**config.mk**
```make
export PLATFORM = sky130hd
export DESIGN_NAME = vid_top
export DESIGN_NICKNAME = d
export VERILOG_FILES = /design/src/common/vid_pkg.sv /design/src/hw/vid_ctrl.sv /design/src/hw/cam/cam_byte_pack.sv /design/src/hw/pix_select.sv /design/src/hw/vid_top.sv
export SDC_FILE = /design/constraint.sdc
export NUM_CORES = 1
export LEC_CHECK = 0
export ABC_AREA = 0
export CAP_MARGIN = 10
export CORE_AREA = 2 2 116 118
export CTS_CLUSTER_SIZE = 12
export DETAILED_ROUTE_END_ITERATION = 7
export DIE_AREA = 0 0 118 120
export DONT_BUFFER_PORTS = 1
export GPL_ROUTABILITY_DRIVEN = 0
export GPL_TIMING_DRIVEN = 0
export PLACE_DENSITY = 0.58
export SYNTH_ARGS = -nofsm -noshare
export SYNTH_HDL_FRONTEND = slang
export SYNTH_SLANG_ARGS = --single-unit
```
**constraint.sdc**
```tcl
create_clock -name core_clk -period 5.1 [get_ports core_clk]
set_input_delay 0.51 -clock core_clk [delete_from_list [all_inputs] [get_ports core_clk]]
set_output_delay 0.51 -clock core_clk [all_outputs]
set_load 0.01 [all_outputs]
```
**src/common/vid_pkg.sv**
```systemverilog
`default_nettype none

package vid_pkg;

    // stream widths
    localparam int BYTE_W = 8;              // camera byte and RGB888 channel
    localparam int PIX_W  = 16;             // one RGB565 pixel

    // RGB565 channel widths
    localparam int R_W = 5;
    localparam int G_W = 6;
    localparam int B_W = 5;

    // displayed source codes
    localparam logic [1:0] SRC_CAM1 = 2'd0;
    localparam logic [1:0] SRC_CAM2 = 2'd1;
    localparam logic [1:0] SRC_HDMI = 2'd2; // highest legal code

    // upper nibble of the command byte
    localparam logic [3:0] CTRL_SRC = 4'd1; // value nibble picks the source
    localparam logic [3:0] CTRL_EN  = 4'd2; // value bit 0 enables the output

    // one camera word, read two ways
    // the sensor sends blue in the high bits and red in the low bits
    typedef union packed {
        struct packed {
            logic [BYTE_W-1:0] hi;          // first byte of a pair
            logic [BYTE_W-1:0] lo;          // second byte
        } bytes;
        struct packed {
            logic [B_W-1:0] blue;           // swapped by the sensor
            logic [G_W-1:0] green;
            logic [R_W-1:0] red;
        } fields;
    } cam_word_u;

endpackage

`default_nettype wire

```
**src/hw/vid_ctrl.sv**
```systemverilog
`timescale 1ns/1ps
`default_nettype none

module vid_ctrl
    import vid_pkg::*;
#(
    parameter int STARTUP_CYCLES = 10000,   // power-on delay in core_clk cycles
    parameter int HB_PERIOD      = 33000000 // heartbeat count threshold
) (
    input  wire logic              core_clk,
    input  wire logic              rst_i,
    input  wire logic              cmd_valid_i,    // one-cycle strobe
    input  wire logic [BYTE_W-1:0] cmd_byte_i,     // {ctrl, value}
    output logic      [1:0]        sel_src_o,      // to pix_select
    output logic                   out_en_o,       // to pix_select
    output logic                   ready_o,
    output logic                   heartbeat_o,
    output logic                   cmd_err_o       // one-cycle pulse
);

    localparam int SU_W = $clog2(STARTUP_CYCLES + 1);
    localparam int HB_W = $clog2(HB_PERIOD + 1);

    logic [SU_W-1:0] su_cnt;                // power-on counter
    logic [HB_W-1:0] hb_cnt;                // heartbeat counter
    logic [3:0]      cmd_ctrl;              // control channel
    logic [3:0]      cmd_val;               // value channel
    logic            cmd_take;

    assign cmd_ctrl = cmd_byte_i[BYTE_W-1:4];
    assign cmd_val  = cmd_byte_i[3:0];
    assign cmd_take = cmd_valid_i && ready_o; // nothing accepted before ready

    // power-on delay, ready stays high once set
    always_ff @(posedge core_clk) begin
        if (rst_i) begin
            su_cnt  <= '0;
            ready_o <= 1'b0;
        end else if (!ready_o) begin
            if (su_cnt == SU_W'(STARTUP_CYCLES - 1)) begin
                ready_o <= 1'b1;            // S edges after reset release
            end else begin
                su_cnt <= su_cnt + 1'b1;
            end
        end
    end

    // command decoder with source and enable registers
    always_ff @(posedge core_clk) begin
        if (rst_i) begin
            sel_src_o <= SRC_CAM1;          // camera 1 shown after reset
            out_en_o  <= 1'b1;
            cmd_err_o <= 1'b0;
        end else begin
            cmd_err_o <= 1'b0;              // pulse only
            if (cmd_take) begin
                case (cmd_ctrl)
                    CTRL_SRC: begin
                        if (cmd_val <= {2'b00, SRC_HDMI}) begin
                            sel_src_o <= cmd_val[1:0];
                        end else begin
                            cmd_err_o <= 1'b1;  // no such source
                        end
                    end
                    CTRL_EN: begin
                        out_en_o <= cmd_val[0]; // upper value bits ignored
                    end
                    default: begin
                        cmd_err_o <= 1'b1;  // unknown control code
                    end
                endcase
            end
        end
    end

    // heartbeat, held high until ready
    // toggle spacing is HB_PERIOD + 1 cycles
    always_ff @(posedge core_clk) begin
        if (rst_i) begin
            hb_cnt      <= '0;
            heartbeat_o <= 1'b1;
        end else if (!ready_o) begin
            hb_cnt      <= '0;
            heartbeat_o <= 1'b1;
        end else if (hb_cnt == HB_W'(HB_PERIOD)) begin
            hb_cnt      <= '0;              // wrap and toggle
            heartbeat_o <= ~heartbeat_o;
        end else begin
            hb_cnt <= hb_cnt + 1'b1;
        end
    end

endmodule

`default_nettype wire

```
**src/hw/cam/cam_byte_pack.sv**
```systemverilog
`timescale 1ns/1ps
`default_nettype none

module cam_byte_pack
    import vid_pkg::*;
(
    input  wire logic              core_clk,
    input  wire logic              rst_i,
    input  wire logic              href_i,      // byte valid level
    input  wire logic              vsync_i,
    input  wire logic [BYTE_W-1:0] data_i,
    output logic      [PIX_W-1:0]  pix_o,       // RGB565, red on top
    output logic                   pix_valid_o, // one cycle after the lo byte
    output logic                   vsync_o      // vsync_i, one cycle late
);

    logic              phase;                   // 1 while waiting for lo
    logic              byte_take;
    logic [BYTE_W-1:0] hi_q;                    // first byte of the pair
    cam_word_u         word_c;                  // pair as seen on the bus
    logic [PIX_W-1:0]  pix_c;

    // a byte only counts inside a line and outside vsync
    assign byte_take = href_i && !vsync_i;

    // assemble through the byte view
    assign word_c.bytes.hi = hi_q;
    assign word_c.bytes.lo = data_i;

    // read back through the field view, red and blue swapped into place
    assign pix_c = {word_c.fields.red, word_c.fields.green, word_c.fields.blue};

    // byte phase
    always_ff @(posedge core_clk) begin
        if (rst_i) begin
            phase <= 1'b0;
        end else if (!byte_take) begin
            phase <= 1'b0;                      // href low or vsync clears
        end else begin
            phase <= ~phase;
        end
    end

    // hi byte holding register
    always_ff @(posedge core_clk) begin
        if (byte_take && !phase) begin
            hi_q <= data_i;
        end
    end

    // pixel output stage
    always_ff @(posedge core_clk) begin
        if (rst_i) begin
            pix_valid_o <= 1'b0;
            vsync_o     <= 1'b0;
        end else begin
            pix_valid_o <= byte_take && phase;  // lo byte completes the pixel
            vsync_o     <= vsync_i;
        end
    end

    always_ff @(posedge core_clk) begin
        if (byte_take && phase) begin
            pix_o <= pix_c;
        end
    end

endmodule

`default_nettype wire

```
**src/hw/pix_select.sv**
```systemverilog
`timescale 1ns/1ps
`default_nettype none

module pix_select
    import vid_pkg::*;
(
    input  wire logic              core_clk,
    input  wire logic              rst_i,
    input  wire logic [1:0]        sel_src_i,
    input  wire logic              out_en_i,
    input  wire logic [PIX_W-1:0]  cam1_pix_i,
    input  wire logic              cam1_valid_i,
    input  wire logic              cam1_vs_i,
    input  wire logic [PIX_W-1:0]  cam2_pix_i,
    input  wire logic              cam2_valid_i,
    input  wire logic              cam2_vs_i,
    input  wire logic              hdmi_de_i,
    input  wire logic              hdmi_vs_i,
    input  wire logic [BYTE_W-1:0] hdmi_r_i,
    input  wire logic [BYTE_W-1:0] hdmi_g_i,
    input  wire logic [BYTE_W-1:0] hdmi_b_i,
    output logic                   vs_o,
    output logic                   de_o,
    output logic      [BYTE_W-1:0] r_o,
    output logic      [BYTE_W-1:0] g_o,
    output logic      [BYTE_W-1:0] b_o
);

    logic [PIX_W-1:0]  hdmi_pix;        // HDMI cut down to RGB565
    logic [PIX_W-1:0]  sel_pix;
    logic              sel_valid;
    logic              sel_vs;
    logic [R_W-1:0]    sel_r;
    logic [G_W-1:0]    sel_g;
    logic [B_W-1:0]    sel_b;
    logic [BYTE_W-1:0] exp_r;
    logic [BYTE_W-1:0] exp_g;
    logic [BYTE_W-1:0] exp_b;
    logic              show;

    // keep the top bits of each colour
    assign hdmi_pix = {hdmi_r_i[BYTE_W-1 -: R_W],
                       hdmi_g_i[BYTE_W-1 -: G_W],
                       hdmi_b_i[BYTE_W-1 -: B_W]};

    // source mux
    always_comb begin
        case (sel_src_i)
            SRC_CAM1: begin
                sel_pix   = cam1_pix_i;
                sel_valid = cam1_valid_i;
                sel_vs    = cam1_vs_i;
            end
            SRC_CAM2: begin
                sel_pix   = cam2_pix_i;
                sel_valid = cam2_valid_i;
                sel_vs    = cam2_vs_i;
            end
            SRC_HDMI: begin
                sel_pix   = hdmi_pix;
                sel_valid = hdmi_de_i;      // one pixel per de cycle
                sel_vs    = hdmi_vs_i;
            end
            default: begin
                sel_pix   = '0;             // unused code, nothing shown
                sel_valid = 1'b0;
                sel_vs    = 1'b0;
            end
        endcase
    end

    // split RGB565
    assign sel_r = sel_pix[PIX_W-1 -: R_W];
    assign sel_g = sel_pix[B_W +: G_W];
    assign sel_b = sel_pix[B_W-1:0];

    // expand to RGB888 by repeating the top bits
    assign exp_r = {sel_r, sel_r[R_W-1 -: BYTE_W-R_W]};
    assign exp_g = {sel_g, sel_g[G_W-1 -: BYTE_W-G_W]};
    assign exp_b = {sel_b, sel_b[B_W-1 -: BYTE_W-B_W]};

    assign show = sel_valid && out_en_i;

    // output registers, colour is zero outside de
    always_ff @(posedge core_clk) begin
        if (rst_i) begin
            vs_o <= 1'b0;
            de_o <= 1'b0;
            r_o  <= '0;
            g_o  <= '0;
            b_o  <= '0;
        end else begin
            vs_o <= sel_vs;
            de_o <= show;
            r_o  <= show ? exp_r : '0;
            g_o  <= show ? exp_g : '0;
            b_o  <= show ? exp_b : '0;
        end
    end

endmodule

`default_nettype wire

```
**src/hw/vid_top.sv**
```systemverilog
`timescale 1ns/1ps
`default_nettype none

module vid_top
    import vid_pkg::*;
#(
    parameter int STARTUP_CYCLES = 10000,
    parameter int HB_PERIOD      = 33000000
) (
    input  wire logic              core_clk,
    input  wire logic              rst_i,
    // command byte
    input  wire logic              cmd_valid_i,
    input  wire logic [BYTE_W-1:0] cmd_byte_i,
    // camera 1
    input  wire logic              cam1_href_i,
    input  wire logic              cam1_vsync_i,
    input  wire logic [BYTE_W-1:0] cam1_data_i,
    // camera 2
    input  wire logic              cam2_href_i,
    input  wire logic              cam2_vsync_i,
    input  wire logic [BYTE_W-1:0] cam2_data_i,
    // HDMI in, RGB888
    input  wire logic              hdmi_de_i,
    input  wire logic              hdmi_vs_i,
    input  wire logic [BYTE_W-1:0] hdmi_r_i,
    input  wire logic [BYTE_W-1:0] hdmi_g_i,
    input  wire logic [BYTE_W-1:0] hdmi_b_i,
    // video out, RGB888
    output logic                   vs_o,
    output logic                   de_o,
    output logic      [BYTE_W-1:0] r_o,
    output logic      [BYTE_W-1:0] g_o,
    output logic      [BYTE_W-1:0] b_o,
    // status
    output logic                   ready_o,
    output logic                   heartbeat_o,
    output logic                   cmd_err_o
);

    logic [1:0]       sel_src;
    logic             out_en;
    logic [PIX_W-1:0] cam1_pix;
    logic             cam1_valid;
    logic             cam1_vs;
    logic [PIX_W-1:0] cam2_pix;
    logic             cam2_valid;
    logic             cam2_vs;

    vid_ctrl #(
        .STARTUP_CYCLES (STARTUP_CYCLES),
        .HB_PERIOD      (HB_PERIOD)
    ) i_vid_ctrl (
        .core_clk    (core_clk),
        .rst_i       (rst_i),
        .cmd_valid_i (cmd_valid_i),
        .cmd_byte_i  (cmd_byte_i),
        .sel_src_o   (sel_src),
        .out_en_o    (out_en),
        .ready_o     (ready_o),
        .heartbeat_o (heartbeat_o),
        .cmd_err_o   (cmd_err_o)
    );

    cam_byte_pack i_cam1_pack (
        .core_clk    (core_clk),
        .rst_i       (rst_i),
        .href_i      (cam1_href_i),
        .vsync_i     (cam1_vsync_i),
        .data_i      (cam1_data_i),
        .pix_o       (cam1_pix),
        .pix_valid_o (cam1_valid),
        .vsync_o     (cam1_vs)
    );

    cam_byte_pack i_cam2_pack (
        .core_clk    (core_clk),
        .rst_i       (rst_i),
        .href_i      (cam2_href_i),
        .vsync_i     (cam2_vsync_i),
        .data_i      (cam2_data_i),
        .pix_o       (cam2_pix),
        .pix_valid_o (cam2_valid),
        .vsync_o     (cam2_vs)
    );

    pix_select i_pix_select (
        .core_clk     (core_clk),
        .rst_i        (rst_i),
        .sel_src_i    (sel_src),
        .out_en_i     (out_en),
        .cam1_pix_i   (cam1_pix),
        .cam1_valid_i (cam1_valid),
        .cam1_vs_i    (cam1_vs),
        .cam2_pix_i   (cam2_pix),
        .cam2_valid_i (cam2_valid),
        .cam2_vs_i    (cam2_vs),
        .hdmi_de_i    (hdmi_de_i),
        .hdmi_vs_i    (hdmi_vs_i),
        .hdmi_r_i     (hdmi_r_i),
        .hdmi_g_i     (hdmi_g_i),
        .hdmi_b_i     (hdmi_b_i),
        .vs_o         (vs_o),
        .de_o         (de_o),
        .r_o          (r_o),
        .g_o          (g_o),
        .b_o          (b_o)
    );

endmodule

`default_nettype wire

```
==> impl_metrics.toml, run 1 <==
[run_status]
status = "complete, no violations"

[clock_network]
cts_hold_buf = 0
cts.repair.resized = 0
cts_setup_buffers = 0
cts.sinks = 117
clockBufferDepth = 2
cts-htree-levels = 4
clock_latency_ns = 0.42
cts_buffers = 17
clkTransAtPathRegs_ns = 0.06
cts_tree = "built"
cts_root_buf = "clkbuf_16"

[die]
io_pins = 86
num_rows = 42
die_height_um = 120
die-area_um2 = 14200
fp.dieW_um = 118
core_area_um2 = 13000
start_util_pct = 35.2

[synth]
ys_warn_count = 0
syn-instance-count = 408
yosysSeqAreaShare_pct = 61.7
netlist_area_um2 = 4570
synth-seq-cells = 117
ys_types = 40
syn-num-nets = 468
syn_avg_cell_area_um2 = 11.2

[layout]
fillers = 1247
area_growth_pct = 18.3
final_nets = 488
drive_gt1_share_pct = 12.0
antenna_cells = 0

[detailed_routing]
vias = 2972
dr.pass1.iters = 4
drtIter0Drc = 241
viasPerCell = 4.82
ant_nets = 0
wl_per_cell_um = 14.9
drc = 0
drt-total-wl_mm = 9.22

[setup_path]
r2r_cells = 5
worstPathCellList = "ha_1, and3_1, a41oi_1, nand4_1, mux2_2"
cp-endpoint = "i_vid_ctrl.su_cnt[3]$_SDFFE_PP0P_"
critPathMaxStageDelay_ns = 0.51
cpMaxStageDelayCell = "a41oi_1"
worstPathMaxFanout = 6
required_ns = 5.40
reg2reg_from = "i_vid_ctrl.su_cnt[0]$_SDFFE_PP0P_"
cp-start-kind = "flop"
timing.critical_path.from = "i_vid_ctrl.su_cnt[0]$_SDFFE_PP0P_"
endpoint_kind = "flop"
critPathKind = "reg2reg"
rr_endpoint = "i_vid_ctrl.su_cnt[3]$_SDFFE_PP0P_"
r2r_setup_slack_ns = 3.20
critPathArrivalTime_ns = 2.20

[timing]
finalMaxSlewViolations = 0
setup_tns_ns = 0
finalSetupViolations = 0
fmax_mhz = 526
post-route-min-period_ns = 1.90
relSlewSlack_pct = 47.0
worst_slew_pin_slew_ns = 0.792
rsz0062_at_grt = "false"
skew_ns = 0.00725
hold_viol = 0
fin_crit_sh_pct = 37.3

[min_path]
hold_path.class = "in2reg"

[global_routing]
grt_use_total_pct = 13.6
first_global_vias = 2865
gr-total-overflow = 0
antenna_found_initial = 0
grt_pass1_wl_mm = 14.6
grt_max_degree = 17

[pwr]
peakVddDrop_uv = 198
power.density_nw_per_um2 = 412
power_mw = 2.23
leakage_nw = 1.84

[placed_design]
port_buffers = 0
dp.final_hpwl_mm = 6.59

[job]
timing.max_cap.violations = 0
-- cells by family after synthesis --
group	after synthesis	synth area share (%)
AND/OR/NAND/NOR	161	18.1
flip-flops	117	61.7
AO/OA/AOI/OAI	51	6.46
buffers and inverters	32	3.80
multiplexers	23	5.06
XOR/XNOR	21	4.02
adder cells (fa/ha/maj)	3	0.821
-- area by class of cell --
cell class              count  area [um2]  share of cell area [%]
plain buffers              23         140                    2.59
clock buffers              17         425                    7.86
clock inverters            15         181                    3.35
inverters                   9        33.8                   0.624
multi-input cells         259        1580                    29.2
flip-flops and latches    117        2820                    52.2
well taps                 176         220                    4.07
repair buffers              1        7.51                   0.139
-- registers in the layout, indices dropped and copies added (netlist names), 2 cells and up --
register	cells
i_cam1_pack.hi_q	8
i_cam1_pack.pix_o	16
i_cam2_pack.hi_q	8
i_cam2_pack.pix_o	16
i_pix_select.b_o	5
i_pix_select.g_o	6
i_pix_select.r_o	5
i_vid_ctrl.hb_cnt	25
i_vid_ctrl.sel_src_o	2
i_vid_ctrl.su_cnt	14
-- worst min path at each step --
stage                             startpoint                         endpoint  slack (ns)  depth (start not counted)
2_1_floorplan  i_cam1_pack.hi_q[3]$_DFFE_PP_   i_cam1_pack.pix_o[0]$_DFFE_PP_        0.40                          0
3_3_place_gp   i_cam2_pack.hi_q[6]$_DFFE_PP_   i_cam2_pack.pix_o[3]$_DFFE_PP_        0.40                          0
4_1_cts                       cam2_data_i[4]    i_cam2_pack.hi_q[4]$_DFFE_PP_        0.17                          0
5_1_grt                       cam2_data_i[4]  i_cam2_pack.pix_o[15]$_DFFE_PP_        0.17                          0
6_report                      cam1_data_i[4]  i_cam1_pack.pix_o[15]$_DFFE_PP_        0.19                          0
3_5_place_dp   i_cam1_pack.hi_q[3]$_DFFE_PP_   i_cam1_pack.pix_o[0]$_DFFE_PP_        0.40                          0
-- Yosys cell counts --
cell type   n  share of area [%]
a211o_1     1               0.19
a21oi_1    31                3.4
a311oi_1    1               0.19
a31o_2      1               0.19
a41oi_1     1               0.19
and2_1      3               0.41
and3_1      5               0.68
and4_1      4               0.77
and4b_1     2               0.44
buf_1       1              0.082
buf_2       4               0.44
buf_4       9                1.5
buf_6       2               0.49
clkbuf_1    7               0.57
dfxtp_1    69                 30
edfxtp_1   48                 32
ha_1        3               0.82
inv_1       9               0.74
mux2_2      1               0.25
mux2i_1    22                4.8
nand2_1    10               0.82
nand2b_1    4               0.55
nand3_1    12                1.3
nand3b_1    2               0.33
nand4_1    13                1.8
nor2_1     70                5.7
nor2b_1     6               0.82
nor3_1      5               0.55
nor4_1      4               0.55
nor4b_1     3               0.57
o21ai_0    10                1.1
o21ai_4     1               0.36
o2bb2ai_1   1               0.19
o31ai_1     4               0.66
or3_1      11                1.5
or3_4       1               0.25
or4_1       5               0.82
or4b_1      1               0.22
xnor2_1    10                1.9
xor2_1     11                2.1
-- layout by cell type (no fill, tap or decap), types with 8 or more instances in the layout --
cell type  count
xor2_1        11
a21oi_1       31
o21ai_0       10
nand3_1       12
buf_4         10
mux2i_1       22
clkbuf_16     17
nand4_1       13
nand2_1       10
dfxtp_1       69
inv_1          9
edfxtp_1      48
or3_1         11
nor2_1        69
xnor2_1       10
inv_6          8
-- power breakdown --
part / internal, mW / total (mW) / leakage [nW] / switching [mW]
Combinational: 0.00774 / 0.0223 / 0.547 / 0.0145
Sequential: 0.987 / 0.993 / 0.996 / 0.00523
Clock: 0.742 / 1.21 / 0.300 / 0.471
-- through the flow --
stage | cells | hold slack, ns | worst slack, ns | area [um2] | utilization [%]
global route | 617 | 0.166 | 2.93 | 5410 | 41.7
floorplan | 408 | 0.400 | 3.32 | 4570 | -
detailed placement | 585 | 0.405 | 2.90 | 4800 | 37.0
finish | 617 | 0.185 | 3.20 | 5410 | 41.7
global placement | 584 | 0.400 | 2.86 | 4790 | 36.9
CTS | 617 | 0.168 | 3.16 | 5410 | 41.7
-- critical path: cells and delay by family, from the launching register on --
family	cells	cell delay, ns
AOI/OAI and AO/OA	1	0.51
and+or+nand+nor	2	0.40
adders and majority gates	1	0.25
DFF	1	0.34
muxes	1	0.30
-- metal layers --
| layer | share of wire [%] | global-route usage (%) |
|---|---|---|
| met5 | 0 | 0 |
| met4 | 1.2 | 6.10 |
| met3 | 6.0 | 5.80 |
| met2 | 48 | 21.9 |
| met1 | 44 | 15.8 |
(Power assumes the default switching activity.)
==> run 2, diff against run 1 <==
- ABC_AREA: 0 -> 1
- CORE_AREA: 2 2 116 118 -> 2 2 120 122
- DIE_AREA: 0 0 118 120 -> 0 0 122 124
- clock period: 5.1 -> 1.9 ns (I/O delays scaled with it)
==> run 2 against run 1 <==
Effect of this change: utilization increased by 2.4 points; clock skew is 0.00083 ns lower; combinational power rose to 5.8 times the previous value; sequential share of layout area down 5.5 points; clock power grew to 2.5 times the previous value; die area rose by 6.8%; critical path depth unchanged.
==> impl_metrics.toml, run 2 <==
[run_status]
status = "complete, no violations"

[layout]
drive_gt1_share_pct = 11.8
top_register = "i_vid_ctrl.hb_cnt"
fillers = 1328
largest_register_ffs = 25
stdcell_count = 800
post-route-util_pct = 44.1
area_growth_pct = 23.6
final_cell_mix = "nand2_1 (134), nor2_1 (89), dfxtp_1 (69)"
final_nets = 664
final_common_cell = "nand2_1"
top_regs = "i_vid_ctrl.hb_cnt (25), i_cam1_pack.pix_o (16), i_cam2_pack.pix_o (16)"

[placed_design]
dp.cells = 731
dp.final_hpwl_mm = 7.53
port_buffers = 0

[timing]
hold_ws_ns = 0.0281
rsz0062_at_grt = "false"
hold_viol = 0
worst_slew_pin_slew_ns = 0.812
setup_tns_ns = 0
finalMaxSlewViolations = 0
post-route-min-period_ns = 1.75
relSlewSlack_pct = 45.7
finalSetupViolations = 0
fin_crit_sh_pct = 92.2
skew_ns = 0.00642
fmax_mhz = 571

[clock_network]
cts.sinks = 117
cts.repair.resized = 0
clockBufferDepth = 2
cts_setup_buffers = 0
cts_root_buf = "clkbuf_16"
cts-htree-levels = 4
cts_tree = "built"
clkTransAtPathRegs_ns = 0.05
cts_buffers = 17
clock_latency_ns = 0.41

[setup_path]
endpoint_kind = "flop"
path_buf_inv = 3
cpMaxStageDelayCell = "nor2_1"
rr_endpoint = "i_vid_ctrl.out_en_o$_SDFFE_PP1P_"
critPathKind = "in2reg"
cp-start-kind = "input pin"
critPathArrivalTime_ns = 1.87
r2r_cells = 6
cp_top_family = "buffers and inverters"
cp.depth = 5
critPathMaxStageDelay_ns = 0.65
r2r_setup_slack_ns = 0.28
reg2reg_from = "i_vid_ctrl.ready_o$_SDFF_PP0_"
required_ns = 2.02
worstPathCellList = "dlygate4sd3_1, inv_1, nand2_1, nor2_1, buf_6"
worstPathMaxFanout = 9

[job]
timing.max_cap.violations = 0

[synth]
async_reset_ff_share_pct = 0
synth.most_common_cell = "nand2_1"
syn-instance-count = 549
yosysTopAreaCell = "edfxtp_1"
synth-seq-cells = 117
synth_top_area_share_pct = 29.4
netlist_area_um2 = 4900
ys_warn_count = 0
yosysSeqAreaShare_pct = 57.6
synth_ff_type = "dfxtp_1"
syn_avg_cell_area_um2 = 8.92
synth_edf_count = 48
syn-num-nets = 609
ys_types = 33
ys_top_cells_by_area = "edfxtp_1 (29%), dfxtp_1 (28%), nand2_1 (10%)"
synthTopCellsByCount = "nand2_1 (134), nor2_1 (89), dfxtp_1 (69), edfxtp_1 (48), a21oi_1 (41)"

[pwr]
peakVddDrop_uv = 572
leakage_nw = 2.15
power_mw = 5.82
power.density_nw_per_um2 = 962

[min_path]
holdPathEnd = "i_pix_select.g_o[1]$_SDFF_PP0_"
hold_path_startpoint = "hdmi_g_i[7]"
hold_path.class = "in2reg"
hold_depth = 3

[die]
fp.dieW_um = 122
die_height_um = 124
io_pins = 86
start_util_pct = 35.7
die-area_um2 = 15100
num_rows = 43
core_area_um2 = 13700

[global_routing]
grt_max_degree = 17
grt_use_total_pct = 14.4
grt_pass1_wl_mm = 16.7
first_global_vias = 3518
antenna_found_initial = 3
gr-total-overflow = 0

[detailed_routing]
dr.pass1.iters = 4
wl_per_cell_um = 12.9
drtIter0Drc = 271
viasPerCell = 4.55
drt-total-wl_mm = 10.4
vias = 3640
drc = 0
ant_nets = 0
## run 2: cell count changes in the layout (fill, tap and decap cells not counted), moves of 12 or more
cell,delta
mux2i_1,-22
nand2_1,+124
dlygate4sd3_1,+34
nand3_1,+24
nor2_1,+20
nor2_4,+12
inv_1,+31
## run 2: worst max-delay path by stage
| stage | from | end | slack (ns) |
|---|---|---|---|
| global placement | cam2_vsync_i | i_cam2_pack.pix_o[15]$_DFFE_PP_ | 0.02 |
| finish | cam2_vsync_i | i_cam2_pack.pix_o[2]$_DFFE_PP_ | 0.15 |
| global route | cam2_vsync_i | i_cam2_pack.pix_o[8]$_DFFE_PP_ | 0.07 |
| detailed placement | cam2_vsync_i | i_cam2_pack.pix_o[1]$_DFFE_PP_ | 0.29 |
| floorplan | i_cam1_pack.phase$_SDFF_PP0_ | i_cam1_pack.pix_o[0]$_DFFE_PP_ | 0.42 |
| CTS | cam2_vsync_i | i_cam2_pack.pix_o[8]$_DFFE_PP_ | 0.16 |
## run 2: timing repair
item / CTS / global route
hold buffers: 34 / 0
hold endpoints to repair: 51 / 0
endpoints found under the setup margin: 0 / 0
## run 2: power by group
group	switching [mW]	total [mW]	internal, mW
logic	0.0634	0.129	0.0655
registers	0.0157	2.67	2.65
clock network	1.12	3.03	1.91
total	1.20	5.82	4.63
## run 2: logic make-up after synthesis
| family | Yosys count | share of synthesized area [%] |
|---|---|---|
| adder cells (fa/ha/maj) | 3 | 0.767 |
| XOR/XNOR | 13 | 2.33 |
| flip-flops | 117 | 57.6 |
| buffers and inverters | 63 | 6.08 |
| AO/OA/AOI/OAI | 54 | 5.98 |
| AND/OR/NAND/NOR | 299 | 27.2 |
## run 2: worst reg2reg max path, stage by stage, from the launching register on
cell and delay (ns):
dfxtp_1 0.50, nand2_1 0.11, inv_1 0.13, nand2_1 0.07, nand2_1 0.06, nand3_1 0.06, dlygate4sd3_1 0.57
## run 2: through the flow
step           setup slack (ns)  area [um2]
6_report                  0.148        6050
5_1_grt                  0.0677        6050
4_1_cts                   0.158        6050
3_5_place_dp              0.287        5140
3_3_place_gp             0.0197        5120
2_1_floorplan             0.423        4900
## run 2: final cells by class
cell class                 count  area (um2)  share of cell area [%]
clock inverter                14         135                    2.23
tap                          180         225                    3.72
multi-input combinational    369        1780                    29.4
sequential                   117        2820                    46.6
inverter                      45         169                    2.79
antenna                        3        7.51                   0.124
clock buffer                  18         429                    7.09
timing repair buffer          36         359                    5.93
buffer                        18         129                    2.13
## run 2: routing by layer
metal / wire, um / part of all wire, % / global-route usage, %
met5: 0 / 0 / 0
met4: 198 / 1.9 / 5.82
met3: 605 / 5.8 / 5.54
met2: 4760 / 46 / 22.6
met1: 4790 / 46 / 17.9
==> run 3, diff against run 2 <==
- CORE_AREA: 2 2 120 122 -> 2 2 124 126
- DIE_AREA: 0 0 122 124 -> 0 0 126 128
- SYNTH_HIERARCHICAL: unset -> 1
==> run 3 against run 2 <==
Effect of this change: combinational power decreased by 7%; utilization decreased by 1.5 points; clock skew about the same; final area increased by 4.8%; fmax increased by 13%.
==> impl_metrics.toml, run 3 <==
[run_status]
status = "complete, no violations"

[clock_network]
cts_buffers = 17
clkTransAtPathRegs_ns = 0.05
cts-htree-levels = 4
clock_latency_ns = 0.41
clockBufferDepth = 2
cts_setup_buffers = 0
cts_tree = "built"
cts_root_buf = "clkbuf_16"
cts.sinks = 117

[synth]
syn-instance-count = 608
netlist_area_um2 = 5200
synthTopCellsByCount = "nand2_1 (127), nor2_1 (114), dfxtp_1 (69), inv_1 (64), nand3_1 (61)"
ys_top_cells_by_area = "edfxtp_1 (28%), dfxtp_1 (27%), nand2_1 (9.2%)"
syn_avg_cell_area_um2 = 8.56
yosysTopAreaCell = "edfxtp_1"
async_reset_ff_share_pct = 0
synth.most_common_cell = "nand2_1"
syn-num-nets = 668
synth_ff_type = "dfxtp_1"
yosysSeqAreaShare_pct = 54.2
ys_types = 35
synth_edf_count = 48
synth_top_area_share_pct = 27.7
synth-seq-cells = 117
ys_warn_count = 6

[timing]
post-route-min-period_ns = 1.55
rsz0062_at_grt = "false"
skew_ns = 0.00652
finalSetupViolations = 0
hold_viol = 0
finalMaxSlewViolations = 0
worst_slew_pin_slew_ns = 0.656
fin_crit_sh_pct = 81.8
relSlewSlack_pct = 56.2
setup_tns_ns = 0
fmax_mhz = 643

[min_path]
hold_path.class = "in2reg"

[placed_design]
port_buffers = 0
dpl-instance-area_um2 = 5440
dp.final_hpwl_mm = 7.87

[detailed_routing]
ant_nets = 0
drc = 0
viasPerCell = 4.60
drt-total-wl_mm = 10.6
vias = 3934
wl_per_cell_um = 12.4
dr.pass1.iters = 4
drtIter0Drc = 211

[layout]
final_nets = 715
area_growth_pct = 21.9
final_common_cell = "nand2_1"
top_register = "i_vid_ctrl/hb_cnt"
drive_gt1_share_pct = 15.4
antenna_cells = 0
final_cell_mix = "nand2_1 (127), nor2_1 (114), dfxtp_1 (69)"
top_regs = "i_vid_ctrl/hb_cnt (25), i_cam1_pack/pix_o (16), i_cam2_pack/pix_o (16)"
largest_register_ffs = 25
fin_area_um2 = 6340

[setup_path]
rr_endpoint = "i_vid_ctrl/out_en_o$_SDFFE_PP1P_"
r2r_setup_slack_ns = 0.35
cp-endpoint = "i_vid_ctrl/out_en_o$_SDFFE_PP1P_"
reg2reg_from = "i_vid_ctrl/ready_o$_SDFF_PP0_"
worst_path_most_repeated_cell = "nand3_1"
cpMaxStageDelayCell = "dlygate4sd3_1"
critPathMaxStageDelay_ns = 0.57
critPathKind = "reg2reg"
cp-start-kind = "flop"
timing.critical_path.from = "i_vid_ctrl/ready_o$_SDFF_PP0_"
worstPathMaxFanout = 8
critPathArrivalTime_ns = 1.90
r2r_cells = 5
endpoint_kind = "flop"
required_ns = 2.25
worstPathCellList = "nand2_1, inv_1, nand3_1, dlygate4sd3_1, nand3_1"

[die]
core_area_um2 = 14900
start_util_pct = 35.0
num_rows = 45
die-area_um2 = 16100
die_height_um = 128
fp.dieW_um = 126
io_pins = 86

[global_routing]
grt_max_degree = 17
antenna_found_initial = 0
grt_use_total_pct = 14.0
gr-total-overflow = 0
grt_pass1_wl_mm = 17.9
first_global_vias = 3824

[pwr]
power_mw = 6.11
leakage_nw = 2.40
peakVddDrop_uv = 678
power.density_nw_per_um2 = 964

[job]
timing.max_cap.violations = 0
## run 3: cell types whose count changed after synthesis, sizes merged, moves of 3 or more
cell	change
nor2	+35
nand3b	+3
a21oi	-21
or2	-3
a22oi	-5
nand3	+30
inv	+27
xnor2	-3
nand2	-5
o21bai	+4
## run 3: layout make-up
class | count | area [um2]
tap | 188 | 235
clock inverter | 14 | 184
timing repair buffer | 28 | 280
sequential | 117 | 2820
multi-input combinational | 398 | 1930
buffer | 21 | 179
clock buffer | 18 | 439
inverter | 72 | 270
fill | 1444 | 8520
## run 3: worst min path at each step
stage / slack [ns] / startpoint / endpoint / depth (start not counted)
after global placement: 0.27 / rst_i / i_cam1_pack/phase$_SDFF_PP0_ / 1
after floorplan: 0.26 / rst_i / i_cam1_pack/phase$_SDFF_PP0_ / 1
final: 0.05 / hdmi_vs_i / i_pix_select/vs_o$_SDFF_PP0_ / 4
after global routing: 0.05 / hdmi_b_i[4] / i_pix_select/b_o[4]$_SDFF_PP0_ / 4
after CTS: 0.03 / hdmi_g_i[2] / i_pix_select/g_o[2]$_SDFF_PP0_ / 4
after detailed placement: 0.27 / rst_i / i_cam2_pack/pix_valid_o$_SDFF_PP0_ / 1
## run 3: cells by family after synthesis
family | count (synthesis) | share of synthesized area, %
and+or+nand+nor | 354 | 31.1
xor gates and xnor gates | 12 | 2.02
buffers and inverters | 93 | 8.63
adders and majority gates | 3 | 0.721
DFF | 117 | 54.2
AOI/OAI and AO/OA | 29 | 3.32
## run 3: routing by layer
metal  global-route usage (%)  wire [um]  part of all wire (%)
met5                        0          0                     0
met4                     6.59        216                   2.0
met3                     4.26        521                   4.9
met2                     23.8       5200                    49
met1                     16.3       4650                    44
## run 3: report_power, final
part           leakage (nW)  internal, mW  switching [mW]
clock network         0.299          2.21            1.11
logic                  1.11        0.0595          0.0609
registers             0.996          2.65          0.0137
## run 3: critical path: cells and delay by family, from the launching register on
| kind | cells | cell delay, ns |
|---|---|---|
| buffers and inverters | 2 | 0.68 |
| AND/OR/NAND/NOR | 3 | 0.29 |
| flip-flops | 1 | 0.53 |
## run 3: through the flow
stage          hold slack, ns  std cells  setup slack (ns)  util [%]
2_1_floorplan           0.262        608             0.571         -
3_3_place_gp            0.265        796             0.419      36.6
3_5_place_dp            0.268        796             0.391      36.6
4_1_cts                0.0319        856             0.354      42.7
5_1_grt                0.0499        856             0.237      42.7
6_report               0.0490        856             0.346      42.7
## run 3: timing repair
action / 4_1_cts / 5_1_grt
resized for setup: 0 / 0
endpoints found under the hold margin: 43 / 0
hold buffers: 28 / 0
